`src/source/corePkg.sv`:
```
// Core shared definitions
package corePkg;

    localparam int XLEN = 32;
    localparam int REG_ADR_W = 5;

    // Major opcodes handled by the core
    typedef enum logic [6:0] {
        OP_REG   = 7'b0110011,
        OP_IMM   = 7'b0010011,
        OP_LOAD  = 7'b0000011,
        OP_STORE = 7'b0100011
    } opcode_t;

    typedef enum logic [3:0] {
        ALU_ADD,
        ALU_SUB,
        ALU_AND,
        ALU_OR,
        ALU_XOR,
        ALU_SLT,
        ALU_SLTU,
        ALU_SLL,
        ALU_SRL,
        ALU_SRA
    } aluOp_t;

    // Operand source seen by the compute stage
    typedef enum logic [1:0] {
        FWD_REG = 2'd0,
        FWD_MEM = 2'd1,
        FWD_WB  = 2'd2
    } fwdSrc_t;

    // funct3 / funct7 encodings
    localparam logic [2:0] F3_ADD_SUB = 3'b000;
    localparam logic [2:0] F3_SLL     = 3'b001;
    localparam logic [2:0] F3_SLT     = 3'b010;
    localparam logic [2:0] F3_SLTU    = 3'b011;
    localparam logic [2:0] F3_XOR     = 3'b100;
    localparam logic [2:0] F3_SRL_SRA = 3'b101;
    localparam logic [2:0] F3_OR      = 3'b110;
    localparam logic [2:0] F3_AND     = 3'b111;
    localparam logic [2:0] F3_WORD    = 3'b010;
    localparam logic [6:0] F7_BASE    = 7'b0000000;
    localparam logic [6:0] F7_ALT     = 7'b0100000;

    // One instruction word, three field layouts
    typedef union packed {
        struct packed {
            logic [6:0]           funct7;
            logic [REG_ADR_W-1:0] rs2;
            logic [REG_ADR_W-1:0] rs1;
            logic [2:0]           funct3;
            logic [REG_ADR_W-1:0] rd;
            logic [6:0]           opcode;
        } r;
        struct packed {
            logic [11:0]          imm12;
            logic [REG_ADR_W-1:0] rs1;
            logic [2:0]           funct3;
            logic [REG_ADR_W-1:0] rd;
            logic [6:0]           opcode;
        } i;
        struct packed {
            logic [6:0]           immHigh;
            logic [REG_ADR_W-1:0] rs2;
            logic [REG_ADR_W-1:0] rs1;
            logic [2:0]           funct3;
            logic [4:0]           immLow;
            logic [6:0]           opcode;
        } s;
    } instrWord_t;

endpackage

```
`src/source/computeCore.sv`:
```
// Five-stage integer core
`timescale 1ns/1ns

module computeCore import corePkg::*; #(
    parameter logic [XLEN-1:0] ResetPc = '0
) (
    input  logic            clk,
    input  logic            arstN,
    output logic [XLEN-1:0] extPc,
    input  instrWord_t      extInstr,
    output logic            extMemEn,
    output logic            extMemWriteEn,
    output logic [XLEN-1:0] extMemAdr,
    output logic [XLEN-1:0] extMemWriteData,
    input  logic [XLEN-1:0] extMemReadData
);

    // Fetch
    logic                 fetchValid;
    logic                 stall;

    // Decode
    instrWord_t           decInstr;
    logic                 decValid;
    logic [REG_ADR_W-1:0] decRs1Adr;
    logic [REG_ADR_W-1:0] decRs2Adr;
    logic [REG_ADR_W-1:0] decRdAdr;
    logic [XLEN-1:0]      decOperandA;
    logic [XLEN-1:0]      decOperandB;
    logic [XLEN-1:0]      decStoreData;
    aluOp_t               decAluOp;
    logic                 decMemEn;
    logic                 decMemWriteEn;
    logic                 decRegWrite;
    logic                 decUseImm;
    fwdSrc_t              decFwdA;
    fwdSrc_t              decFwdB;

    // Compute
    logic [XLEN-1:0]      exOperandA;
    logic [XLEN-1:0]      exOperandB;
    logic [XLEN-1:0]      exStoreData;
    logic                 exUseImm;
    aluOp_t               exAluOp;
    fwdSrc_t              exFwdA;
    fwdSrc_t              exFwdB;
    logic [REG_ADR_W-1:0] exRdAdr;
    logic                 exMemEn;
    logic                 exMemWriteEn;
    logic                 exRegWrite;
    logic [XLEN-1:0]      exResult;
    logic [XLEN-1:0]      exMemWriteData;

    // Memory
    logic [XLEN-1:0]      memResult;
    logic [XLEN-1:0]      memWriteData;
    logic [REG_ADR_W-1:0] memRdAdr;
    logic                 memAccessEn;
    logic                 memWriteEn;
    logic                 memRegWrite;

    // Writeback
    logic [XLEN-1:0]      wbComputeResult;
    logic [XLEN-1:0]      wbLoadData;
    logic [XLEN-1:0]      wbResult;
    logic [REG_ADR_W-1:0] wbRdAdr;
    logic                 wbRegWrite;
    logic                 wbLoad;

    fetchStage #(.ResetPc(ResetPc)) fetch (
        .clk, .arstN, .stall,
        .pc(extPc),
        .fetchValid
    );

    // Fetch to decode register holds while stalled
    always_ff @(posedge clk or negedge arstN) begin
        if (!arstN) begin
            decInstr <= '0;
            decValid <= 1'b0;
        end else if (!stall) begin
            decInstr <= extInstr;
            decValid <= fetchValid;
        end
    end

    decodeStage decode (
        .clk, .arstN,
        .instr(decInstr), .instrValid(decValid),
        .wbWriteEn(wbRegWrite), .wbAdr(wbRdAdr), .wbData(wbResult),
        .rs1Adr(decRs1Adr), .rs2Adr(decRs2Adr), .rdAdr(decRdAdr),
        .operandA(decOperandA), .operandB(decOperandB), .storeData(decStoreData),
        .aluOp(decAluOp),
        .memEn(decMemEn), .memWriteEn(decMemWriteEn), .regWrite(decRegWrite)
    );

    assign decUseImm = decInstr.r.opcode != OP_REG;

    hazardUnit hazard (
        .rs1Adr(decRs1Adr), .rs2Adr(decRs2Adr),
        .exRdAdr, .exRegWrite, .exMemEn, .exMemWriteEn,
        .memRdAdr, .memRegWrite,
        .fwdA(decFwdA), .fwdB(decFwdB),
        .stall
    );

    // Decode to compute; a stall turns it into a bubble
    always_ff @(posedge clk or negedge arstN) begin
        if (!arstN) begin
            exMemEn      <= 1'b0;
            exMemWriteEn <= 1'b0;
            exRegWrite   <= 1'b0;
        end else begin
            exMemEn      <= decMemEn && !stall;
            exMemWriteEn <= decMemWriteEn && !stall;
            exRegWrite   <= decRegWrite && !stall;
        end
    end

    always_ff @(posedge clk) begin
        exOperandA  <= decOperandA;
        exOperandB  <= decOperandB;
        exStoreData <= decStoreData;
        exUseImm    <= decUseImm;
        exAluOp     <= decAluOp;
        exFwdA      <= decFwdA;
        exFwdB      <= decFwdB;
        exRdAdr     <= decRdAdr;
    end

    executeStage execute (
        .operandA(exOperandA), .operandB(exOperandB), .storeData(exStoreData),
        .useImm(exUseImm), .aluOp(exAluOp),
        .fwdA(exFwdA), .fwdB(exFwdB),
        .memResult, .wbResult,
        .result(exResult), .memWriteData(exMemWriteData)
    );

    // Compute to memory
    always_ff @(posedge clk or negedge arstN) begin
        if (!arstN) begin
            memAccessEn <= 1'b0;
            memWriteEn  <= 1'b0;
            memRegWrite <= 1'b0;
        end else begin
            memAccessEn <= exMemEn;
            memWriteEn  <= exMemWriteEn;
            memRegWrite <= exRegWrite;
        end
    end

    always_ff @(posedge clk) begin
        memResult    <= exResult;
        memWriteData <= exMemWriteData;
        memRdAdr     <= exRdAdr;
    end

    // Data port sees one access per load or store
    assign extMemEn        = memAccessEn;
    assign extMemWriteEn   = memWriteEn;
    assign extMemAdr       = memResult;
    assign extMemWriteData = memWriteData;

    // Memory to writeback
    always_ff @(posedge clk or negedge arstN) begin
        if (!arstN) begin
            wbRegWrite <= 1'b0;
            wbLoad     <= 1'b0;
        end else begin
            wbRegWrite <= memRegWrite;
            wbLoad     <= memAccessEn && !memWriteEn;
        end
    end

    always_ff @(posedge clk) begin
        wbComputeResult <= memResult;
        wbLoadData      <= extMemReadData;
        wbRdAdr         <= memRdAdr;
    end

    assign wbResult = wbLoad ? wbLoadData : wbComputeResult;

    // Only word accesses reach the data port
    wordAligned: assert property (
        @(posedge clk) disable iff (!arstN)
        extMemEn |-> extMemAdr[1:0] == 2'b00
    ) else $error("computeCore: misaligned data access");

endmodule

```
`src/source/decodeStage.sv`:
```
// Instruction decode and register read
`timescale 1ns/1ns

module decodeStage import corePkg::*; (
    input  logic                 clk,
    input  logic                 arstN,
    input  instrWord_t           instr,
    input  logic                 instrValid,
    input  logic                 wbWriteEn,
    input  logic [REG_ADR_W-1:0] wbAdr,
    input  logic [XLEN-1:0]      wbData,
    output logic [REG_ADR_W-1:0] rs1Adr,
    output logic [REG_ADR_W-1:0] rs2Adr,
    output logic [REG_ADR_W-1:0] rdAdr,
    output logic [XLEN-1:0]      operandA,
    output logic [XLEN-1:0]      operandB,
    output logic [XLEN-1:0]      storeData,
    output aluOp_t               aluOp,
    output logic                 memEn,
    output logic                 memWriteEn,
    output logic                 regWrite
);

    logic [XLEN-1:0] rs1Data;
    logic [XLEN-1:0] rs2Data;
    logic [XLEN-1:0] immI;
    logic [XLEN-1:0] immS;
    logic            known;
    logic            isLoad;
    logic            isStore;
    logic            isImmOp;
    logic            active;

    regFile regs (
        .clk, .arstN,
        .rs1Adr, .rs2Adr,
        .rs1Data, .rs2Data,
        .writeEn(wbWriteEn),
        .writeAdr(wbAdr),
        .writeData(wbData)
    );

    assign rs1Adr = instr.r.rs1;
    assign rs2Adr = instr.r.rs2;
    assign rdAdr  = instr.r.rd;

    assign immI = {{(XLEN-12){instr.i.imm12[11]}}, instr.i.imm12};
    assign immS = {{(XLEN-12){instr.s.immHigh[6]}}, instr.s.immHigh, instr.s.immLow};

    always_comb begin
        known   = 1'b0;
        isLoad  = 1'b0;
        isStore = 1'b0;
        isImmOp = 1'b0;
        aluOp   = ALU_ADD;
        case (instr.r.opcode)
            OP_REG: begin
                // funct7 alt only legal for SUB and SRA
                known = (instr.r.funct7 == F7_BASE) ||
                        (instr.r.funct7 == F7_ALT &&
                         (instr.r.funct3 == F3_ADD_SUB || instr.r.funct3 == F3_SRL_SRA));
                case (instr.r.funct3)
                    F3_ADD_SUB: aluOp = instr.r.funct7[5] ? ALU_SUB : ALU_ADD;
                    F3_SLL:     aluOp = ALU_SLL;
                    F3_SLT:     aluOp = ALU_SLT;
                    F3_SLTU:    aluOp = ALU_SLTU;
                    F3_XOR:     aluOp = ALU_XOR;
                    F3_SRL_SRA: aluOp = instr.r.funct7[5] ? ALU_SRA : ALU_SRL;
                    F3_OR:      aluOp = ALU_OR;
                    default:    aluOp = ALU_AND;
                endcase
            end
            OP_IMM: begin
                isImmOp = 1'b1;
                known   = 1'b1;
                case (instr.i.funct3)
                    F3_ADD_SUB: aluOp = ALU_ADD;
                    F3_SLT:     aluOp = ALU_SLT;
                    F3_XOR:     aluOp = ALU_XOR;
                    F3_OR:      aluOp = ALU_OR;
                    F3_AND:     aluOp = ALU_AND;
                    default:    known = 1'b0;
                endcase
            end
            OP_LOAD: begin
                isLoad = 1'b1;
                known  = instr.i.funct3 == F3_WORD;
            end
            OP_STORE: begin
                isStore = 1'b1;
                known   = instr.s.funct3 == F3_WORD;
            end
            default: known = 1'b0;
        endcase
    end

    // Anything not recognised leaves as a bubble
    assign active     = instrValid && known;
    assign memEn      = active && (isLoad || isStore);
    assign memWriteEn = active && isStore;
    assign regWrite   = active && !isStore && rdAdr != '0;

    assign operandA  = rs1Data;
    assign operandB  = isStore ? immS : (isImmOp || isLoad) ? immI : rs2Data;
    assign storeData = rs2Data;

endmodule

```
`src/source/executeStage.sv`:
```
// Forwarding muxes and ALU
`timescale 1ns/1ns

module executeStage import corePkg::*; (
    input  logic [XLEN-1:0] operandA,
    input  logic [XLEN-1:0] operandB,
    input  logic [XLEN-1:0] storeData,
    input  logic            useImm,
    input  aluOp_t          aluOp,
    input  fwdSrc_t         fwdA,
    input  fwdSrc_t         fwdB,
    input  logic [XLEN-1:0] memResult,
    input  logic [XLEN-1:0] wbResult,
    output logic [XLEN-1:0] result,
    output logic [XLEN-1:0] memWriteData
);

    logic [XLEN-1:0] aluA;
    logic [XLEN-1:0] aluB;
    logic [XLEN-1:0] rs2Value;
    logic [4:0]      shamt;

    function automatic logic [XLEN-1:0] forwardValue(
        input fwdSrc_t         sel,
        input logic [XLEN-1:0] regValue,
        input logic [XLEN-1:0] fromMem,
        input logic [XLEN-1:0] fromWb
    );
        case (sel)
            FWD_MEM: return fromMem;
            FWD_WB:  return fromWb;
            default: return regValue;
        endcase
    endfunction

    assign aluA     = forwardValue(fwdA, operandA, memResult, wbResult);
    assign rs2Value = forwardValue(fwdB, storeData, memResult, wbResult);

    // Immediate ops, loads and stores take B from decode
    assign aluB         = useImm ? operandB : rs2Value;
    assign memWriteData = rs2Value;
    assign shamt        = aluB[4:0];

    always_comb begin
        case (aluOp)
            ALU_SUB:  result = aluA - aluB;
            ALU_AND:  result = aluA & aluB;
            ALU_OR:   result = aluA | aluB;
            ALU_XOR:  result = aluA ^ aluB;
            ALU_SLT:  result = {{(XLEN-1){1'b0}}, $signed(aluA) < $signed(aluB)};
            ALU_SLTU: result = {{(XLEN-1){1'b0}}, aluA < aluB};
            ALU_SLL:  result = aluA << shamt;
            ALU_SRL:  result = aluA >> shamt;
            ALU_SRA:  result = $unsigned($signed(aluA) >>> shamt);
            // Add also forms load and store addresses
            default:  result = aluA + aluB;
        endcase
    end

endmodule

```
`src/source/fetchStage.sv`:
```
// Program counter
`timescale 1ns/1ns

module fetchStage import corePkg::*; #(
    parameter logic [XLEN-1:0] ResetPc = '0
) (
    input  logic            clk,
    input  logic            arstN,
    input  logic            stall,
    output logic [XLEN-1:0] pc,
    output logic            fetchValid
);

    // One warm-up cycle after reset release
    // PC waits there until the valid flag is up
    always_ff @(posedge clk or negedge arstN) begin
        if (!arstN) begin
            fetchValid <= 1'b0;
        end else begin
            fetchValid <= 1'b1;
        end
    end

    always_ff @(posedge clk or negedge arstN) begin
        if (!arstN) begin
            pc <= ResetPc;
        end else if (fetchValid && !stall) begin
            pc <= pc + XLEN'(4);
        end
    end

endmodule

```
`src/source/hazardUnit.sv`:
```
// Forwarding and load-use detection
`timescale 1ns/1ns

module hazardUnit import corePkg::*; (
    input  logic [REG_ADR_W-1:0] rs1Adr,
    input  logic [REG_ADR_W-1:0] rs2Adr,
    input  logic [REG_ADR_W-1:0] exRdAdr,
    input  logic                 exRegWrite,
    input  logic                 exMemEn,
    input  logic                 exMemWriteEn,
    input  logic [REG_ADR_W-1:0] memRdAdr,
    input  logic                 memRegWrite,
    output fwdSrc_t              fwdA,
    output fwdSrc_t              fwdB,
    output logic                 stall
);

    logic exLoad;

    // Selects are registered with the decode instruction, so the producer
    // in compute now sits in memory then, and memory moves to writeback
    function automatic fwdSrc_t pickSource(
        input logic [REG_ADR_W-1:0] srcAdr,
        input logic [REG_ADR_W-1:0] nearAdr,
        input logic                 nearWrite,
        input logic [REG_ADR_W-1:0] farAdr,
        input logic                 farWrite
    );
        if (nearWrite && nearAdr == srcAdr) begin
            return FWD_MEM;
        end else if (farWrite && farAdr == srcAdr) begin
            return FWD_WB;
        end
        return FWD_REG;
    endfunction

    assign fwdA = pickSource(rs1Adr, exRdAdr, exRegWrite, memRdAdr, memRegWrite);
    assign fwdB = pickSource(rs2Adr, exRdAdr, exRegWrite, memRdAdr, memRegWrite);

    // Load data only exists in the memory stage
    assign exLoad = exMemEn && !exMemWriteEn;
    assign stall  = exLoad && exRegWrite && (exRdAdr == rs1Adr || exRdAdr == rs2Adr);

endmodule

```
`src/source/regFile.sv`:
```
// Integer register file
`timescale 1ns/1ns

module regFile import corePkg::*; (
    input  logic                 clk,
    input  logic                 arstN,
    input  logic [REG_ADR_W-1:0] rs1Adr,
    input  logic [REG_ADR_W-1:0] rs2Adr,
    output logic [XLEN-1:0]      rs1Data,
    output logic [XLEN-1:0]      rs2Data,
    input  logic                 writeEn,
    input  logic [REG_ADR_W-1:0] writeAdr,
    input  logic [XLEN-1:0]      writeData
);

    logic [XLEN-1:0] regs [2**REG_ADR_W];

    always_ff @(posedge clk or negedge arstN) begin
        if (!arstN) begin
            for (int k = 0; k < 2**REG_ADR_W; k++) begin
                regs[k] <= '0;
            end
        end else if (writeEn) begin
            regs[writeAdr] <= writeData;
        end
    end

    // Same-cycle write shows up on the read ports
    // x0 stays zero since decode never writes it
    assign rs1Data = (writeEn && writeAdr == rs1Adr) ? writeData : regs[rs1Adr];
    assign rs2Data = (writeEn && writeAdr == rs2Adr) ? writeData : regs[rs2Adr];

    // Decode must have dropped every write to x0
    noWriteToZero: assert property (
        @(posedge clk) disable iff (!arstN)
        !(writeEn && writeAdr == '0)
    ) else $error("regFile: write to x0");

endmodule

```
`config.mk`:
```
export PLATFORM = sky130hd
export DESIGN_NAME = computeCore
export DESIGN_NICKNAME = d
export VERILOG_FILES = /design/src/source/corePkg.sv /design/src/source/computeCore.sv /design/src/source/decodeStage.sv /design/src/source/executeStage.sv /design/src/source/fetchStage.sv /design/src/source/hazardUnit.sv /design/src/source/regFile.sv
export SDC_FILE = /design/constraint.sdc
export NUM_CORES = 2
export LEC_CHECK = 0
export BUFFER_PORTS_ARGS = -buffer_cell sky130_fd_sc_hd__buf_2
export CORE_ASPECT_RATIO = 0.75
export CORE_MARGIN = 1
export CORE_UTILIZATION = 40
export CTS_CLUSTER_SIZE = 12
export DETAILED_ROUTE_END_ITERATION = 10
export GPL_TIMING_DRIVEN = 0
export HOLD_SLACK_MARGIN = 0.15
export SYNTH_ARGS = -nofsm -noshare
export SYNTH_HDL_FRONTEND = slang
export SYNTH_HIERARCHICAL = 1
export SYNTH_SLANG_ARGS = --single-unit
```
`constraint.sdc`:
```
create_clock -name clk -period 8.25 [get_ports clk]
set_input_delay 0.825 -clock clk [delete_from_list [all_inputs] [get_ports clk]]
set_output_delay 0.825 -clock clk [all_outputs]
set_load 0.01 [all_outputs]
```
# Word level (Yosys, flattened, before mapping)
# Cells that the tools add are included.
# word_totals
reg_bits	1346
# op_classes
add_sub_neg	3
magnitude_cmp	6
n_eq_ne	32
shifts	3
muxes	36
bitwise_logic	8
reduce_logical	37
# ops
operator	count
bitwise mux 1024 bit	1
2-to-1 mux 32 bit	11
binary-select mux 32 bit (select 5 bit)	2
case mux 32 bit (9 select lines)	1
demux 32 bit (select 5 bit)	1
case mux 32 bit (2 select lines)	2
less-than comparator 32 bit	2
adder 32 x 3 -> 32 bit (second input constant)	1
adder 32 bit	1
AND 32 bit	1
OR 32 bit	1
left shift 32 x 5 -> 32 bit	1
right shift 32 x 5 -> 32 bit	1
>>> shifter 32 x 5 -> 32 bit	1
subtractor 32 bit	1
bitwise XOR 32 bit	1
equality test 5 bit	6
case mux 4 bit (7 select lines)	1
equality test 7 x 6 -> 1 bit (second input constant)	3
logical AND 1 bit	21
>= comparator 6 bit (second input constant)	3
inverter 5 -> 6 bit	3
equality test 4 x 3 -> 1 bit (second input constant)	4
equality test 3 bit (second input constant)	4
24 further kinds	51

# Logic depth before layout (Yosys ltp)
# depth
word_depth	9
ltp_mapped	21
mapped_depth_nobuf	17

# By module
# The synthesis kept the hierarchy.
# modules_own_cells
mod	n_inst	cells_each	area_per_inst_um2	seq_area_each_um2
regFile	1	4446	56873.3	25624.6
executeStage	1	1631	10550.1	0.0
computeCore	1	368	7091.8	5990.7
fetchStage	1	125	1448.9	775.7
decodeStage	1	107	783.3	0.0
hazardUnit	1	35	277.8	0.0

# Worst setup path after synthesis
# OpenSTA, ideal clock, no wires.
# synth_path
path_kind	reg2reg
startpoint	register wbLoad
endpoint	register memResult[17] (netlist: extMemAdr[17])
t_arrival_ps	4668
setup_slack_ps	3443
path_stages_with_launch	19
n_path_buf	5
synth_period_minus_slack_ps	4807
cell_sequence	dfrtp_1 -> buf_6 -> buf_6 -> mux2_4 -> a221oi_1 -> o31a_1 -> clkbuf_1 -> clkbuf_1 -> clkbuf_1 -> ha_1 -> or2_2 -> a221oi_1 -> a21oi_1 -> a31o_2 -> a21o_1 -> a2111oi_0 -> a221o_1 -> o211a_1 -> o2111ai_1
# synth_between
elab_chain_len	5
elab_cells_between_ends	13
# synth_lines
element	line	source
from (decl)	computeCore.sv:68	logic wbLoad;
from (signal assigned)	computeCore.sv:171	wbLoad <= memAccessEn && !memWriteEn;
2-to-1 mux 32 bit *	computeCore.sv:181	assign wbResult = wbLoad ? wbLoadData : wbComputeResult;
via wbResult[4]	computeCore.sv:65	logic [XLEN-1:0] wbResult;
case mux 32 bit (2 select lines)	executeStage.sv:29	case (sel)
2-to-1 mux 32 bit	executeStage.sv:40	assign aluB = useImm ? operandB : rs2Value;
adder 32 bit (tied with other cells)	executeStage.sv:56	default: result = aluA + aluB;
case mux 32 bit (9 select lines) *	executeStage.sv:45	case (aluOp)
via exResult[17]	computeCore.sv:51	logic [XLEN-1:0] exResult;
to (signal assigned)	computeCore.sv:153	memResult <= exResult;
to (decl)	computeCore.sv:55	logic [XLEN-1:0] memResult;
# The timed path passes the listed nets; every way through them passes the cells marked *.
# A chain may end at the register's enable or synchronous reset.

# Final worst setup path
# layout_path
startpoint	register wbLoad
endpoint	register memResult[0] (netlist: extMemAdr[0])
# layout_between
elab_chain_len	5
elab_cells_between_ends	15
# layout_lines
element	line	source
2-to-1 mux 32 bit *	computeCore.sv:181	
via wbResult[4]	computeCore.sv:65	
case mux 32 bit (2 select lines)	executeStage.sv:29	
2-to-1 mux 32 bit	executeStage.sv:40	
less-than comparator 32 bit (tied with other cells)	executeStage.sv:51	ALU_SLTU: result = {{(XLEN-1){1'b0}}, aluA < aluB};
case mux 32 bit (9 select lines) *	executeStage.sv:45	
via exResult[0]	computeCore.sv:51	
# Marked as above.

==> impl_metrics.csv <==
group,metric,value,unit
clock_tree,root_buffer,"clkbuf_16",
worst_setup_path,cp-start-kind,"flop",
timing,fin_crit_sh,102,%
pwr,p_per_area,224,nW/um^2
detailed_routing,dr.pass1.iters,6,
timing,rsz0062_at_grt,"false",
floorplan,ios,164,
finish,final_cell_mix,"mux2i_1 (1158), dfrtp_1 (1096), mux2_2 (583)",
finish,regMostFlops,"decode/regs/regs",
finish,areaGrowthSynthToFinish,12.6,%
finish,drive_gt1_share,20.7,%
synth,synth_seq_cells,1344,
detailed_routing,routedWlPerCell,43.1,um
worst_setup_path,crit_fanout,11,
timing,timing.final.ws_setup,-0.147,ns
timing,min_period,8.40,ns
synth,synth_area_leaders,"dfrtp_1 (36%), mux2i_1 (15%), mux2_2 (8.5%)",
global_route,grt_pass1_wl,553,mm
hold_path,hold_start,"extInstr[2]",
synth,ys_types,103,
pwr,p_sw_share,38.1,%
place,io_buffers,161,
clock_tree,cts_buffers,148,
worst_setup_path,cp.required,8.90,ns
floorplan,fp.dieW,509,um
finish,fin_nets,7248,
worst_setup_path,critical-path-slowest-cell,"clkbuf_1",
floorplan,die_h,382,um
place,dp_cells,9428,
timing,hold_viol_final,0,
worst_setup_path,crit_type,"flop to flop",
global_route,grt_max_degree,157,
worst_setup_path,max_stage_delay,0.86,ns
worst_setup_path,path_cells,"buf_6 -> buf_6 -> mux2_4 -> a221oi_1 -> o31a_1 -> clkbuf_1 -> clkbuf_1 -> clkbuf_2 -> ha_1 -> o21a_1 -> o31ai_1 -> a21oi_2 -> o21ai_1 -> o2111ai_1 -> a31oi_1 -> o211a_1 -> o21ai_0 -> o2111ai_1",
finish,final_common_cell,"mux2i_1",
synth,synthFlopType,"dfrtp_1",
global_route,grt_pass1_vias,61943,
timing,maxSlewViolCount,380,
global_route,met2_usage,52.4,%
clock_tree,clock_sinks,1344,
pwr,clkPwrFrac,35.3,%
timing,fin_skew,0.0504,ns
clock_tree,clk-insertion-delay-late,0.83,ns
hold_path,hold_path_class,"input pin to flop",
timing,hold_ws,0.247,ns
global_route,grt_use_met1,59.7,%
pwr,power.internal,12000,uW
place,post-dp-hpwl,317,mm
finish,largest_reg_flops,1024,
pwr,p_leak,0.0420,uW
global_route,busiest_layer,"met1",
timing,max_freq,119,MHz
pwr,p_switching,7400,uW
worst_setup_path,startpoint,"wbLoad",
detailed_routing,initialDrtViolationCount,10221,
flow_run,drv_cap,39,
clock_tree,cts_buffer_depth,3,
finish,final_cells,9752,
synth,synth_top_area_share,35.6,%
global_route,antenna_found_initial,32,
run_status,violations,"capacitance limit, slew limit, setup timing",
detailed_routing,drc,0,
worst_setup_path,cp.arrival,9.05,ns
run_status,outcome,"complete, but fails checks",
global_route,track_usage,42.2,%
global_route,grt_overflow,0,
worst_setup_path,critPathCaptureType,"flop",
pwr,p_total,19400,uW
floorplan,initial_utilization,40.3,%
floorplan,coreArea,191000,um^2
detailed_routing,vias,65995,
timing,worst_pin_slew,1.71,ns
pwr,power_frac_seq,37.3,%
synth,yosysTopAreaCell,"dfrtp_1",
detailed_routing,via_per_inst,6.77,
place,routabilityCongestion,1.10,
clock_tree,clkTransAtPathRegs,0.06,ns
timing,setup_viol,3,
synth,netlist_area,77000,um^2
synth,ys_warn_count,6,
floorplan,fp.dieArea,194000,um^2
synth,syn-instance-count,6712,
detailed_routing,totalWireLength,420,mm
clock_tree,htreeDepth,4,
clock_tree,cts_tree,"built",
floorplan,rows,139,
synth,async_flop_share,81.5,%
timing,relSlewSlack,-14.0,%
pwr,ir_worst_vdd,0.000222,V
global_route,met3_usage,21.8,%
synth,syn_area_per_cell,11.5,um^2
worst_setup_path,r2r_start,"wbLoad",
pwr,comb_power_share,27.4,%
synth,synth_edf_count,0,
detailed_routing,drt.antenna.violating_nets,0,
synth,yosysSeqAreaShare,42.1,%
==> cell usage after synthesis, types with 15 or more instances <==
library cell,number
nor2_1,193
inv_1,124
nand4_1,21
a221o_1,24
a21o_1,32
a221oi_1,153
mux2i_1,1158
nand3_1,44
nor2b_1,26
o21ai_1,32
a21oi_1,247
o21ai_0,118
and2_1,15
a22o_1,130
mux2_1,492
nor3_1,32
o2111ai_1,16
buf_2,139
o211ai_1,25
clkbuf_1,278
xnor2_1,35
o22ai_1,81
mux2_2,583
buf_4,53
nand2b_1,25
buf_1,66
dfxtp_1,248
xor2_1,31
dfrtp_1,1096
a211oi_1,24
a31oi_1,19
nand2_1,279
buf_6,72
o41ai_2,64
ha_1,102
a22oi_1,310
mux2_4,60
==> final cells by class <==
class | count | area (um^2)
antenna | 30 | 75.1
buffer | 631 | 3490
clock buffer | 226 | 4450
clock inverter | 30 | 410
fill | 18007 | 105000
inverter | 130 | 488
multi-input combinational | 4608 | 40700
sequential | 1344 | 32400
tap | 2538 | 3180
timing repair buffer | 215 | 1510
==> kinds of logic (layout without fill, tap and decap cells) <==
kind of cell | Yosys count | in the layout | synth area share, %
AOI/OAI and AO/OA | 1417 | 1417 | 13.9
xor gates and xnor gates | 66 | 66 | 0.750
adders and majority gates | 105 | 105 | 1.72
buffers and inverters | 761 | 1232 | 5.11
DFF | 1344 | 1344 | 42.1
muxes | 2297 | 2297 | 32.1
other | 2 | 33 | 0.00975
and+or+nand+nor | 720 | 720 | 4.38
==> worst max-delay path: cells and delay by family, from the launching register on <==
kind / cells / cell delay (ns)
fa+ha+maj: 1 / 0.34
mux: 1 / 0.42
buf+inv: 5 / 2.49
flops: 1 / 0.40
compound gates: 11 / 4.51
==> final timing paths <==
kind / to / slack [ns] / cells after the start
max reg2reg: extMemAdr[0] / -0.15 / 18
min in group asynchronous: decode/regs/regs[364] / 0.64 / 2
min: decInstr[2] / 0.25 / 2
max: extMemAdr[0] / -0.15 / 18
min reg2reg: memRdAdr[4] / 0.39 / 0
max in group asynchronous: decInstr[21] / 4.26 / 6
==> power groups by stage <==
stage | clock, uW | combinational, uW | sequential [uW]
after floorplan | 0 | 2460 | 7170
after global placement | 0 | 4990 | 7340
after detailed placement | 0 | 4990 | 7340
after CTS | 6910 | 5020 | 7220
after global routing | 7190 | 5320 | 7240
final | 6850 | 5330 | 7230
==> metal layers <==
metal | routed length [um] | up-vias
met5 | 511 | -
met4 | 19700 | 23
met3 | 64600 | 860
met2 | 154000 | 4781
met1 | 181000 | 34426
li1 | - | 25905
==> through the flow <==
| stage | utilization, % | setup slack, ns | cell area (um^2) | TNS (ns) |
|---|---|---|---|---|
| CTS | 45.3 | 0.314 | 86600 | 0 |
| floorplan | - | 3.44 | 77000 | 0 |
| finish | 45.3 | -0.147 | 86700 | -0.178 |
| detailed placement | 42.5 | -0.200 | 81400 | -0.203 |
| global route | 45.3 | 0.0321 | 86700 | 0 |
| global placement | 42.3 | -18.49 | 81000 | - |
==> timing repair <==
action                                 in CTS  in global routing
setup endpoints to repair                   3                  0
setup buffers                               0                  0
endpoints found under the hold margin     157                  0
hold buffers                               33                  0
gates resized for setup                     2                  0
No activity file was read; power rests on OpenSTA's default activity.
